`config.mk`:
```
export PLATFORM = sky130hd
export DESIGN_NAME = game_link_top
export DESIGN_NICKNAME = d
export VERILOG_FILES = /design/src/hdl/game_link_pkg.sv /design/src/hdl/byte_fifo.sv /design/src/hdl/game_frame_encoder.sv /design/src/hdl/game_link_top.sv /design/src/hdl/uart_tx.sv
export SDC_FILE = /design/constraint.sdc
export NUM_CORES = 1
export LEC_CHECK = 0
export ABC_AREA = 1
export CAP_MARGIN = 30
export CORE_MARGIN = 2
export CORE_UTILIZATION = 50
export CTS_BUF_LIST = sky130_fd_sc_hd__clkbuf_8
export CTS_CLUSTER_DIAMETER = 40
export CTS_CLUSTER_SIZE = 8
export DETAILED_ROUTE_END_ITERATION = 16
export DONT_BUFFER_PORTS = 1
export GPL_ROUTABILITY_DRIVEN = 0
export GPL_TIMING_DRIVEN = 0
export HOLD_SLACK_MARGIN = 0.05
export MAX_ROUTING_LAYER = met4
export RECOVER_POWER = 50
export SLEW_MARGIN = 10
export SYNTH_ARGS = -nofsm -noshare
export SYNTH_HDL_FRONTEND = slang
export SYNTH_HIERARCHICAL = 1
export SYNTH_SLANG_ARGS = --single-unit
```
`constraint.sdc`:
```
create_clock -name clk -period 7.9 [get_ports clk]
set_clock_uncertainty 0.05 [all_clocks]
set_input_delay 0.395 -clock clk [delete_from_list [all_inputs] [get_ports clk]]
set_output_delay 0.395 -clock clk [all_outputs]
set_load 0.01 [all_outputs]
```
`src/hdl/game_link_pkg.sv`:
```
// Game status link shared types, frame format and serial/queue constants
package game_link_pkg;

    //////////////////////////////////////////////////////////////////////
    // Frame format
    //////////////////////////////////////////////////////////////////////

    // Leading byte of every frame, ASCII "D"
    localparam logic [7:0] FRAME_HEADER = 8'h44;

    // Header plus ten payload bytes
    localparam int FRAME_LEN = 11;

    //////////////////////////////////////////////////////////////////////
    // Byte queue
    //////////////////////////////////////////////////////////////////////

    localparam int FIFO_DEPTH = 16;
    localparam int FIFO_AW    = 4;

    //////////////////////////////////////////////////////////////////////
    // Serial line
    //////////////////////////////////////////////////////////////////////

    // Small divider so that simulation runs stay short
    localparam int CLKS_PER_BIT = 16;
    localparam int BIT_CNT_W    = $clog2(CLKS_PER_BIT);

    //////////////////////////////////////////////////////////////////////
    // Game state
    //////////////////////////////////////////////////////////////////////

    // Player and boss state as seen by the host
    typedef struct packed {
        logic [11:0] char_x;
        logic [11:0] char_y;
        logic [3:0]  char_hp;
        logic [3:0]  char_aggro;
        logic        flip_h;
        logic [1:0]  char_class;
        logic [6:0]  boss_hp;
        logic        game_start;
    } game_state_t;

endpackage

```
`src/hdl/byte_fifo.sv`:
```
// Synchronous byte queue between the frame encoder and the serial transmitter
`timescale 1ns/1ps

module byte_fifo
    import game_link_pkg::*;
(
    input  logic       clk,
    input  logic       rst,
    input  logic       wr_en,
    input  logic [7:0] wr_data,
    output logic       full,
    input  logic       rd_en,
    output logic [7:0] rd_data,
    output logic       empty
);

    logic [7:0]         mem [FIFO_DEPTH];
    logic [FIFO_AW-1:0] wr_ptr;
    logic [FIFO_AW-1:0] rd_ptr;
    logic [FIFO_AW:0]   count;
    logic               do_wr;
    logic               do_rd;

    // Flags straight from the occupancy register
    assign full  = (count == (FIFO_AW + 1)'(FIFO_DEPTH));
    assign empty = (count == '0);

    assign do_wr = wr_en && !full;
    assign do_rd = rd_en && !empty;

    // Head of queue, valid whenever empty is low
    assign rd_data = mem[rd_ptr];

    always_ff @(posedge clk) begin
        if (do_wr) begin
            mem[wr_ptr] <= wr_data;
        end
    end

    // Pointers wrap on their own since the depth is a power of two
    always_ff @(posedge clk or posedge rst) begin
        if (rst) begin
            wr_ptr <= '0;
            rd_ptr <= '0;
            count  <= '0;
        end else begin
            if (do_wr) begin
                wr_ptr <= wr_ptr + 1'b1;
            end
            if (do_rd) begin
                rd_ptr <= rd_ptr + 1'b1;
            end
            case ({do_wr, do_rd})
                2'b10:   count <= count + 1'b1;
                2'b01:   count <= count - 1'b1;
                default: count <= count;
            endcase
        end
    end

endmodule

```
`src/hdl/game_frame_encoder.sv`:
```
// Frame encoder that snapshots changed game state and queues an 11-byte frame
`timescale 1ns/1ps

module game_frame_encoder
    import game_link_pkg::*;
(
    input  logic        clk,
    input  logic        rst,
    input  game_state_t state,
    input  logic        full,
    output logic [7:0]  wr_data,
    output logic        wr_en
);

    typedef enum logic {
        IDLE,
        SENDING
    } enc_state_t;

    enc_state_t  ctrl;
    logic [3:0]  step;
    game_state_t snap;
    logic        changed;
    logic        last_step;

    // Any field differing from the last frame sent
    assign changed   = (state != snap);
    assign last_step = (step == 4'(FRAME_LEN - 1));

    // One write per cycle while sending, held off by back-pressure
    assign wr_en = (ctrl == SENDING) && !full;

    //////////////////////////////////////////////////////////////////////
    // Frame byte selection, always from the held snapshot
    //////////////////////////////////////////////////////////////////////

    always_comb begin
        case (step)
            4'd0:    wr_data = FRAME_HEADER;
            4'd1:    wr_data = snap.char_x[7:0];
            4'd2:    wr_data = {4'b0, snap.char_x[11:8]};
            4'd3:    wr_data = snap.char_y[7:0];
            4'd4:    wr_data = {4'b0, snap.char_y[11:8]};
            4'd5:    wr_data = {4'b0, snap.char_hp};
            4'd6:    wr_data = {4'b0, snap.char_aggro};
            4'd7:    wr_data = {7'b0, snap.flip_h};
            4'd8:    wr_data = {6'b0, snap.char_class};
            4'd9:    wr_data = {1'b0, snap.boss_hp};
            4'd10:   wr_data = {7'b0, snap.game_start};
            default: wr_data = 8'h00;
        endcase
    end

    //////////////////////////////////////////////////////////////////////
    // Control
    //////////////////////////////////////////////////////////////////////

    always_ff @(posedge clk or posedge rst) begin
        if (rst) begin
            ctrl <= IDLE;
            step <= '0;
            snap <= '0;
        end else begin
            case (ctrl)
                IDLE: begin
                    // Latch now, header goes out on the next edge
                    if (changed) begin
                        snap <= state;
                        step <= '0;
                        ctrl <= SENDING;
                    end
                end
                SENDING: begin
                    if (wr_en) begin
                        if (last_step) begin
                            step <= '0;
                            ctrl <= IDLE;
                        end else begin
                            step <= step + 4'd1;
                        end
                    end
                end
                default: ctrl <= IDLE;
            endcase
        end
    end

endmodule

```
`src/hdl/game_link_top.sv`:
```
// Game status link top level joining encoder, byte queue and serial transmitter
`timescale 1ns/1ps

module game_link_top
    import game_link_pkg::*;
(
    input  logic        clk,
    input  logic        rst,
    input  game_state_t state,
    output logic        tx
);

    // Encoder to queue
    logic [7:0] wr_data;
    logic       wr_en;
    logic       full;

    // Queue to transmitter
    logic [7:0] rd_data;
    logic       rd_en;
    logic       empty;

    game_frame_encoder u_enc (
        .clk     (clk),
        .rst     (rst),
        .state   (state),
        .full    (full),
        .wr_data (wr_data),
        .wr_en   (wr_en)
    );

    byte_fifo u_fifo (
        .clk     (clk),
        .rst     (rst),
        .wr_en   (wr_en),
        .wr_data (wr_data),
        .full    (full),
        .rd_en   (rd_en),
        .rd_data (rd_data),
        .empty   (empty)
    );

    uart_tx u_tx (
        .clk     (clk),
        .rst     (rst),
        .empty   (empty),
        .rd_data (rd_data),
        .rd_en   (rd_en),
        .tx      (tx)
    );

endmodule

```
`src/hdl/uart_tx.sv`:
```
// 8N1 serial transmitter that drains bytes from the queue back to back
`timescale 1ns/1ps

module uart_tx
    import game_link_pkg::*;
(
    input  logic       clk,
    input  logic       rst,
    input  logic       empty,
    input  logic [7:0] rd_data,
    output logic       rd_en,
    output logic       tx
);

    typedef enum logic [1:0] {
        IDLE,
        START,
        DATA,
        STOP
    } phase_t;

    phase_t               phase;
    logic [BIT_CNT_W-1:0] timer;
    logic [2:0]           bit_idx;
    logic [7:0]           shift;
    logic                 bit_end;

    assign bit_end = (timer == BIT_CNT_W'(CLKS_PER_BIT - 1));

    // Pop from idle, or right at the end of a stop bit for back to back bytes
    assign rd_en = !empty && ((phase == IDLE) || ((phase == STOP) && bit_end));

    // Data bits leave LSB first
    always_ff @(posedge clk) begin
        if (rd_en) begin
            shift <= rd_data;
        end else if (bit_end && ((phase == START) || (phase == DATA))) begin
            shift <= {1'b0, shift[7:1]};
        end
    end

    //////////////////////////////////////////////////////////////////////
    // Bit sequencing
    //////////////////////////////////////////////////////////////////////

    always_ff @(posedge clk or posedge rst) begin
        if (rst) begin
            phase   <= IDLE;
            timer   <= '0;
            bit_idx <= '0;
            tx      <= 1'b1;
        end else if (rd_en) begin
            phase <= START;
            timer <= '0;
            tx    <= 1'b0;
        end else begin
            timer <= bit_end ? '0 : timer + 1'b1;
            case (phase)
                IDLE: begin
                    timer <= '0;
                    tx    <= 1'b1;
                end
                START: begin
                    if (bit_end) begin
                        phase   <= DATA;
                        bit_idx <= '0;
                        tx      <= shift[0];
                    end
                end
                DATA: begin
                    if (bit_end) begin
                        if (bit_idx == 3'd7) begin
                            phase <= STOP;
                            tx    <= 1'b1;
                        end else begin
                            bit_idx <= bit_idx + 3'd1;
                            tx      <= shift[0];
                        end
                    end
                end
                STOP: begin
                    // Queue was empty at the end of the stop bit
                    if (bit_end) begin
                        phase <= IDLE;
                    end
                end
                default: phase <= IDLE;
            endcase
        end
    end

endmodule

```
==> results.json <==
{
  "p_leak_nw": 5.28,
  "setup_viol": 0,
  "cts_resized": 0,
  "drive_gt1_share_pct": 6.48,
  "crit_path_end_kind": "flop",
  "finalMaxSlewViolations": 0,
  "yosys.area_share.simple_pct": 27.3,
  "vdd_drop_max_mv": 0.135,
  "cts_tree": "yes",
  "whs_ns": 0.284,
  "synth_top_family_by_area": "simple AND/OR/NAND/NOR gates",
  "place_ws_ns": 4.75,
  "fmax_ghz": 0.310,
  "async_flop_share_pct": 34.3,
  "drv_cap": 0,
  "seqCellArea_um2": 5860,
  "core-area_um2": 19700,
  "synth_enable_flop_cells": 136,
  "clkTransAtPathRegs_ns": 0.06,
  "cpMostUsedCell": "nand2_1",
  "path_class": "flop to flop",
  "dr.pass1.iters": 5,
  "min_path_cells": 6,
  "crit_slowest_cell": "dfrtp_1",
  "crit_fanout": 9,
  "fill_cells": 1783,
  "start_kind": "flop",
  "via_count": 7792,
  "detail_route.iter0.violations": 594,
  "p_int_mw": 1.78,
  "synth_area_per_cell_um2": 8.87,
  "synth_fa_ha_area_share_pct": 2.18,
  "grt_pass1_wl_mm": 40.6,
  "die_w_um": 146,
  "yosys_warnings": 6,
  "clock-sinks": 207,
  "synth.mux.area_fraction_pct": 0,
  "seqPwrFrac_pct": 51.7,
  "totalWireLength_mm": 25.5,
  "min_from": "state[35]",
  "utilization_pct": 58.8,
  "worstPathCellList": "inv_1 > ha_1 > inv_1 > nand2_1 > nand2_1 > clkinv_1 > nand2_1 > inv_1 > ha_1 > ha_1 > or2_2 > nand3_1 > nand2_1 > nand2_1 > nand2_1",
  "whs_endpoint": "u_enc/snap[35]$_DFFE_PP0P_",
  "hold_viol": 0,
  "clockPowerShare_pct": 45.0,
  "htreeDepth": 2,
  "cts_root_buf": "clkbuf_8",
  "seq_area_frac_synth_pct": 58.1,
  "grt_max_degree": 26,
  "multi_input_area_um2": 3510,
  "boundaryPins": 46,
  "synth_area_leaders": "edfxtp_1 40%, dfrtp_1 17%, nand2_1 16%, nand3_1 5.5%, inv_1 4.4%",
  "synth_xor_area_share_pct": 3.39,
  "status": "finished clean",
  "synth_nets": 1199,
  "p_per_area_nw_per_um2": 197,
  "area_growth_pct": 14.6,
  "fin_nets": 1287,
  "rows": 51,
  "grt_use_total_pct": 25.1,
  "synth_compound_area_share_pct": 2.34,
  "grt_pass1_vias": 7632,
  "dieArea_um2": 21300,
  "r2r_setup_slack_ns": 4.68,
  "grt-ovfl-total": 0,
  "synth_seq_cells": 207,
  "clkLatencyLatePin_ns": 0.54,
  "fin_crit_sh_pct": 40.8,
  "fin_tns_setup_ns": 0,
  "r2r-end": "u_fifo/count[4]$_DFFE_PP0P_",
  "start_util_pct": 51.3,
  "grt_setup_unrepaired": "no",
  "synth_flop_cell": "edfxtp_1",
  "power.switching_mw": 0.486,
  "antenna_left": 0,
  "syn_inst": 1137,
  "hp-class": "input port to flop",
  "slew_headroom_pct": 10.3,
  "r2r-start": "u_tx/phase[0]$_DFFE_PP0P_",
  "via_per_inst": 5.14,
  "num_antenna_cells": 0,
  "cts_buffer_depth": 3,
  "fin_ws_ns": 4.68,
  "crit_required_ns": 8.25,
  "io_buffers": 0,
  "wl_per_cell_um": 16.8,
  "slowest_delay_ns": 0.39,
  "critPathArrivalTime_ns": 3.57,
  "synth.distinct_cells": 38,
  "period_minus_slack_ns": 3.22,
  "synth_area_leader_cell": "edfxtp_1",
  "drc": 0,
  "worst_pin_slew_ns": 1.35,
  "antenna_found_initial": 0,
  "netlist_area_um2": 10100,
  "numCtsBuffers": 36,
  "hpwlAfterDp_mm": 17.7,
  "comb_power_share_pct": 3.3,
  "swShare_pct": 21.4,
  "synth_top_cell_area_share_pct": 40.5,
  "die_y_um": 146,
  "r2r_cells": 15
}
[worst max-delay path by stage]
stage,endpoint,startpoint,depth (start not counted),slack [ns]
6_report,u_fifo/count[4]$_DFFE_PP0P_,u_tx/phase[0]$_DFFE_PP0P_,15,4.68
4_1_cts,u_fifo/count[4]$_DFFE_PP0P_,u_tx/phase[0]$_DFFE_PP0P_,15,4.74
5_1_grt,u_fifo/count[4]$_DFFE_PP0P_,u_tx/phase[0]$_DFFE_PP0P_,15,4.40
2_1_floorplan,u_fifo/count[4]$_DFFE_PP0P_,u_tx/phase[0]$_DFFE_PP0P_,15,5.30
3_3_place_gp,u_fifo/count[4]$_DFFE_PP0P_,u_tx/phase[0]$_DFFE_PP0P_,15,4.76
3_5_place_dp,u_fifo/count[4]$_DFFE_PP0P_,u_tx/phase[0]$_DFFE_PP0P_,15,4.75
[registers in the layout (all words and copies together), names as in the netlist]
name / count
u_tx/bit_idx: 3
u_fifo/mem: 128
u_tx/tx: 1
u_enc/step: 4
u_enc/snap: 43
u_tx/phase: 2
u_fifo/wr_ptr: 4
u_fifo/count: 5
u_tx/shift: 8
u_fifo/rd_ptr: 4
u_tx/timer: 4
u_enc/ctrl: 1
[stage by stage]
stage | cells | cell area (µm²) | power, mW
after floorplan | 1137 | 10100 | 1.23
after global placement | 1402 | 10400 | 1.25
after detailed placement | 1408 | 10500 | 1.26
after CTS | 1515 | 11700 | 2.30
after global routing | 1515 | 11600 | 2.35
final | 1515 | 11600 | 2.27
[critical path: cells and delay by family, from the launching register on]
kind                     cells  cell delay [ns]
AND/OR/NAND/NOR              8             1.15
buffers and inverters        4             0.65
flip-flops                   1             0.39
adder cells (fa/ha/maj)      3             0.89
[metal layers]
layer | global-route usage (%) | share of wire (%)
met5 | - | 0
met1 | 34.2 | 44
met2 | 39.3 | 47
met4 | 7.86 | 2.6
met3 | 3.88 | 6.2
[layout by cell type (no fill, tap or decap), types with 2 or more instances in the layout]
cell type      instances
ha_1                  16
clkbuf_8              39
edfxtp_1             136
clkinv_1               2
o21ai_1                2
nor3_1                 2
a21oi_1                5
bufinv_16              4
clkinv_2               3
buf_2                 14
nand2_1              446
xor2_1                 9
clkbuf_1              21
clkinvlp_4             2
nand4_1                6
buf_4                  3
dlygate4sd3_1         44
nor2_2                 4
nor2_1                96
nand3_1              114
dfrtp_1               70
inv_1                133
o2111ai_1              5
inv_2                  7
o21ai_0               22
xnor2_1               30
or2_2                  2
[repair_timing]
item | CTS | global route
hold buffers | 44 | 0
endpoints found under the hold margin | 90 | 0
setup buffers | 0 | 0
[cells in the mapped netlist, types with 6 or more instances]
master    number
nand3_1      111
nand2_1      443
nand4_1        6
xnor2_1       30
dfrtp_1       70
nor2_1        96
xor2_1         9
clkbuf_1       9
buf_2         14
inv_2          7
buf_4          7
ha_1          16
o21ai_1        9
edfxtp_1     136
inv_1        118
o21ai_0       15
[layout make-up]
cell class                 instances  area share [%]
sequential                       207            50.7
multi-input combinational        769            30.4
clock buffer                      39            4.65
inverter                         127            4.13
timing repair buffer              50            4.01
tap                              265            2.87
clock inverter                    24            1.79
buffer                            34            1.42
[power groups by stage]
| stage | logic [mW] | registers [mW] | clock network, mW |
|---|---|---|---|
| final | 0.0753 | 1.17 | 1.02 |
| after global routing | 0.0845 | 1.17 | 1.09 |
| after CTS | 0.0788 | 1.17 | 1.05 |
| after detailed placement | 0.0602 | 1.20 | 0 |
| after global placement | 0.0555 | 1.20 | 0 |
| after floorplan | 0.0424 | 1.19 | 0 |
[kinds of logic after synthesis]
| kind of cell | after synthesis |
|---|---|
| AND/OR/NAND/NOR | 673 |
| flip-flops | 207 |
| buffers and inverters | 161 |
| AO/OA/AOI/OAI | 40 |
| XOR/XNOR | 39 |
| adder cells (fa/ha/maj) | 17 |
(Power assumes the default switching activity.)
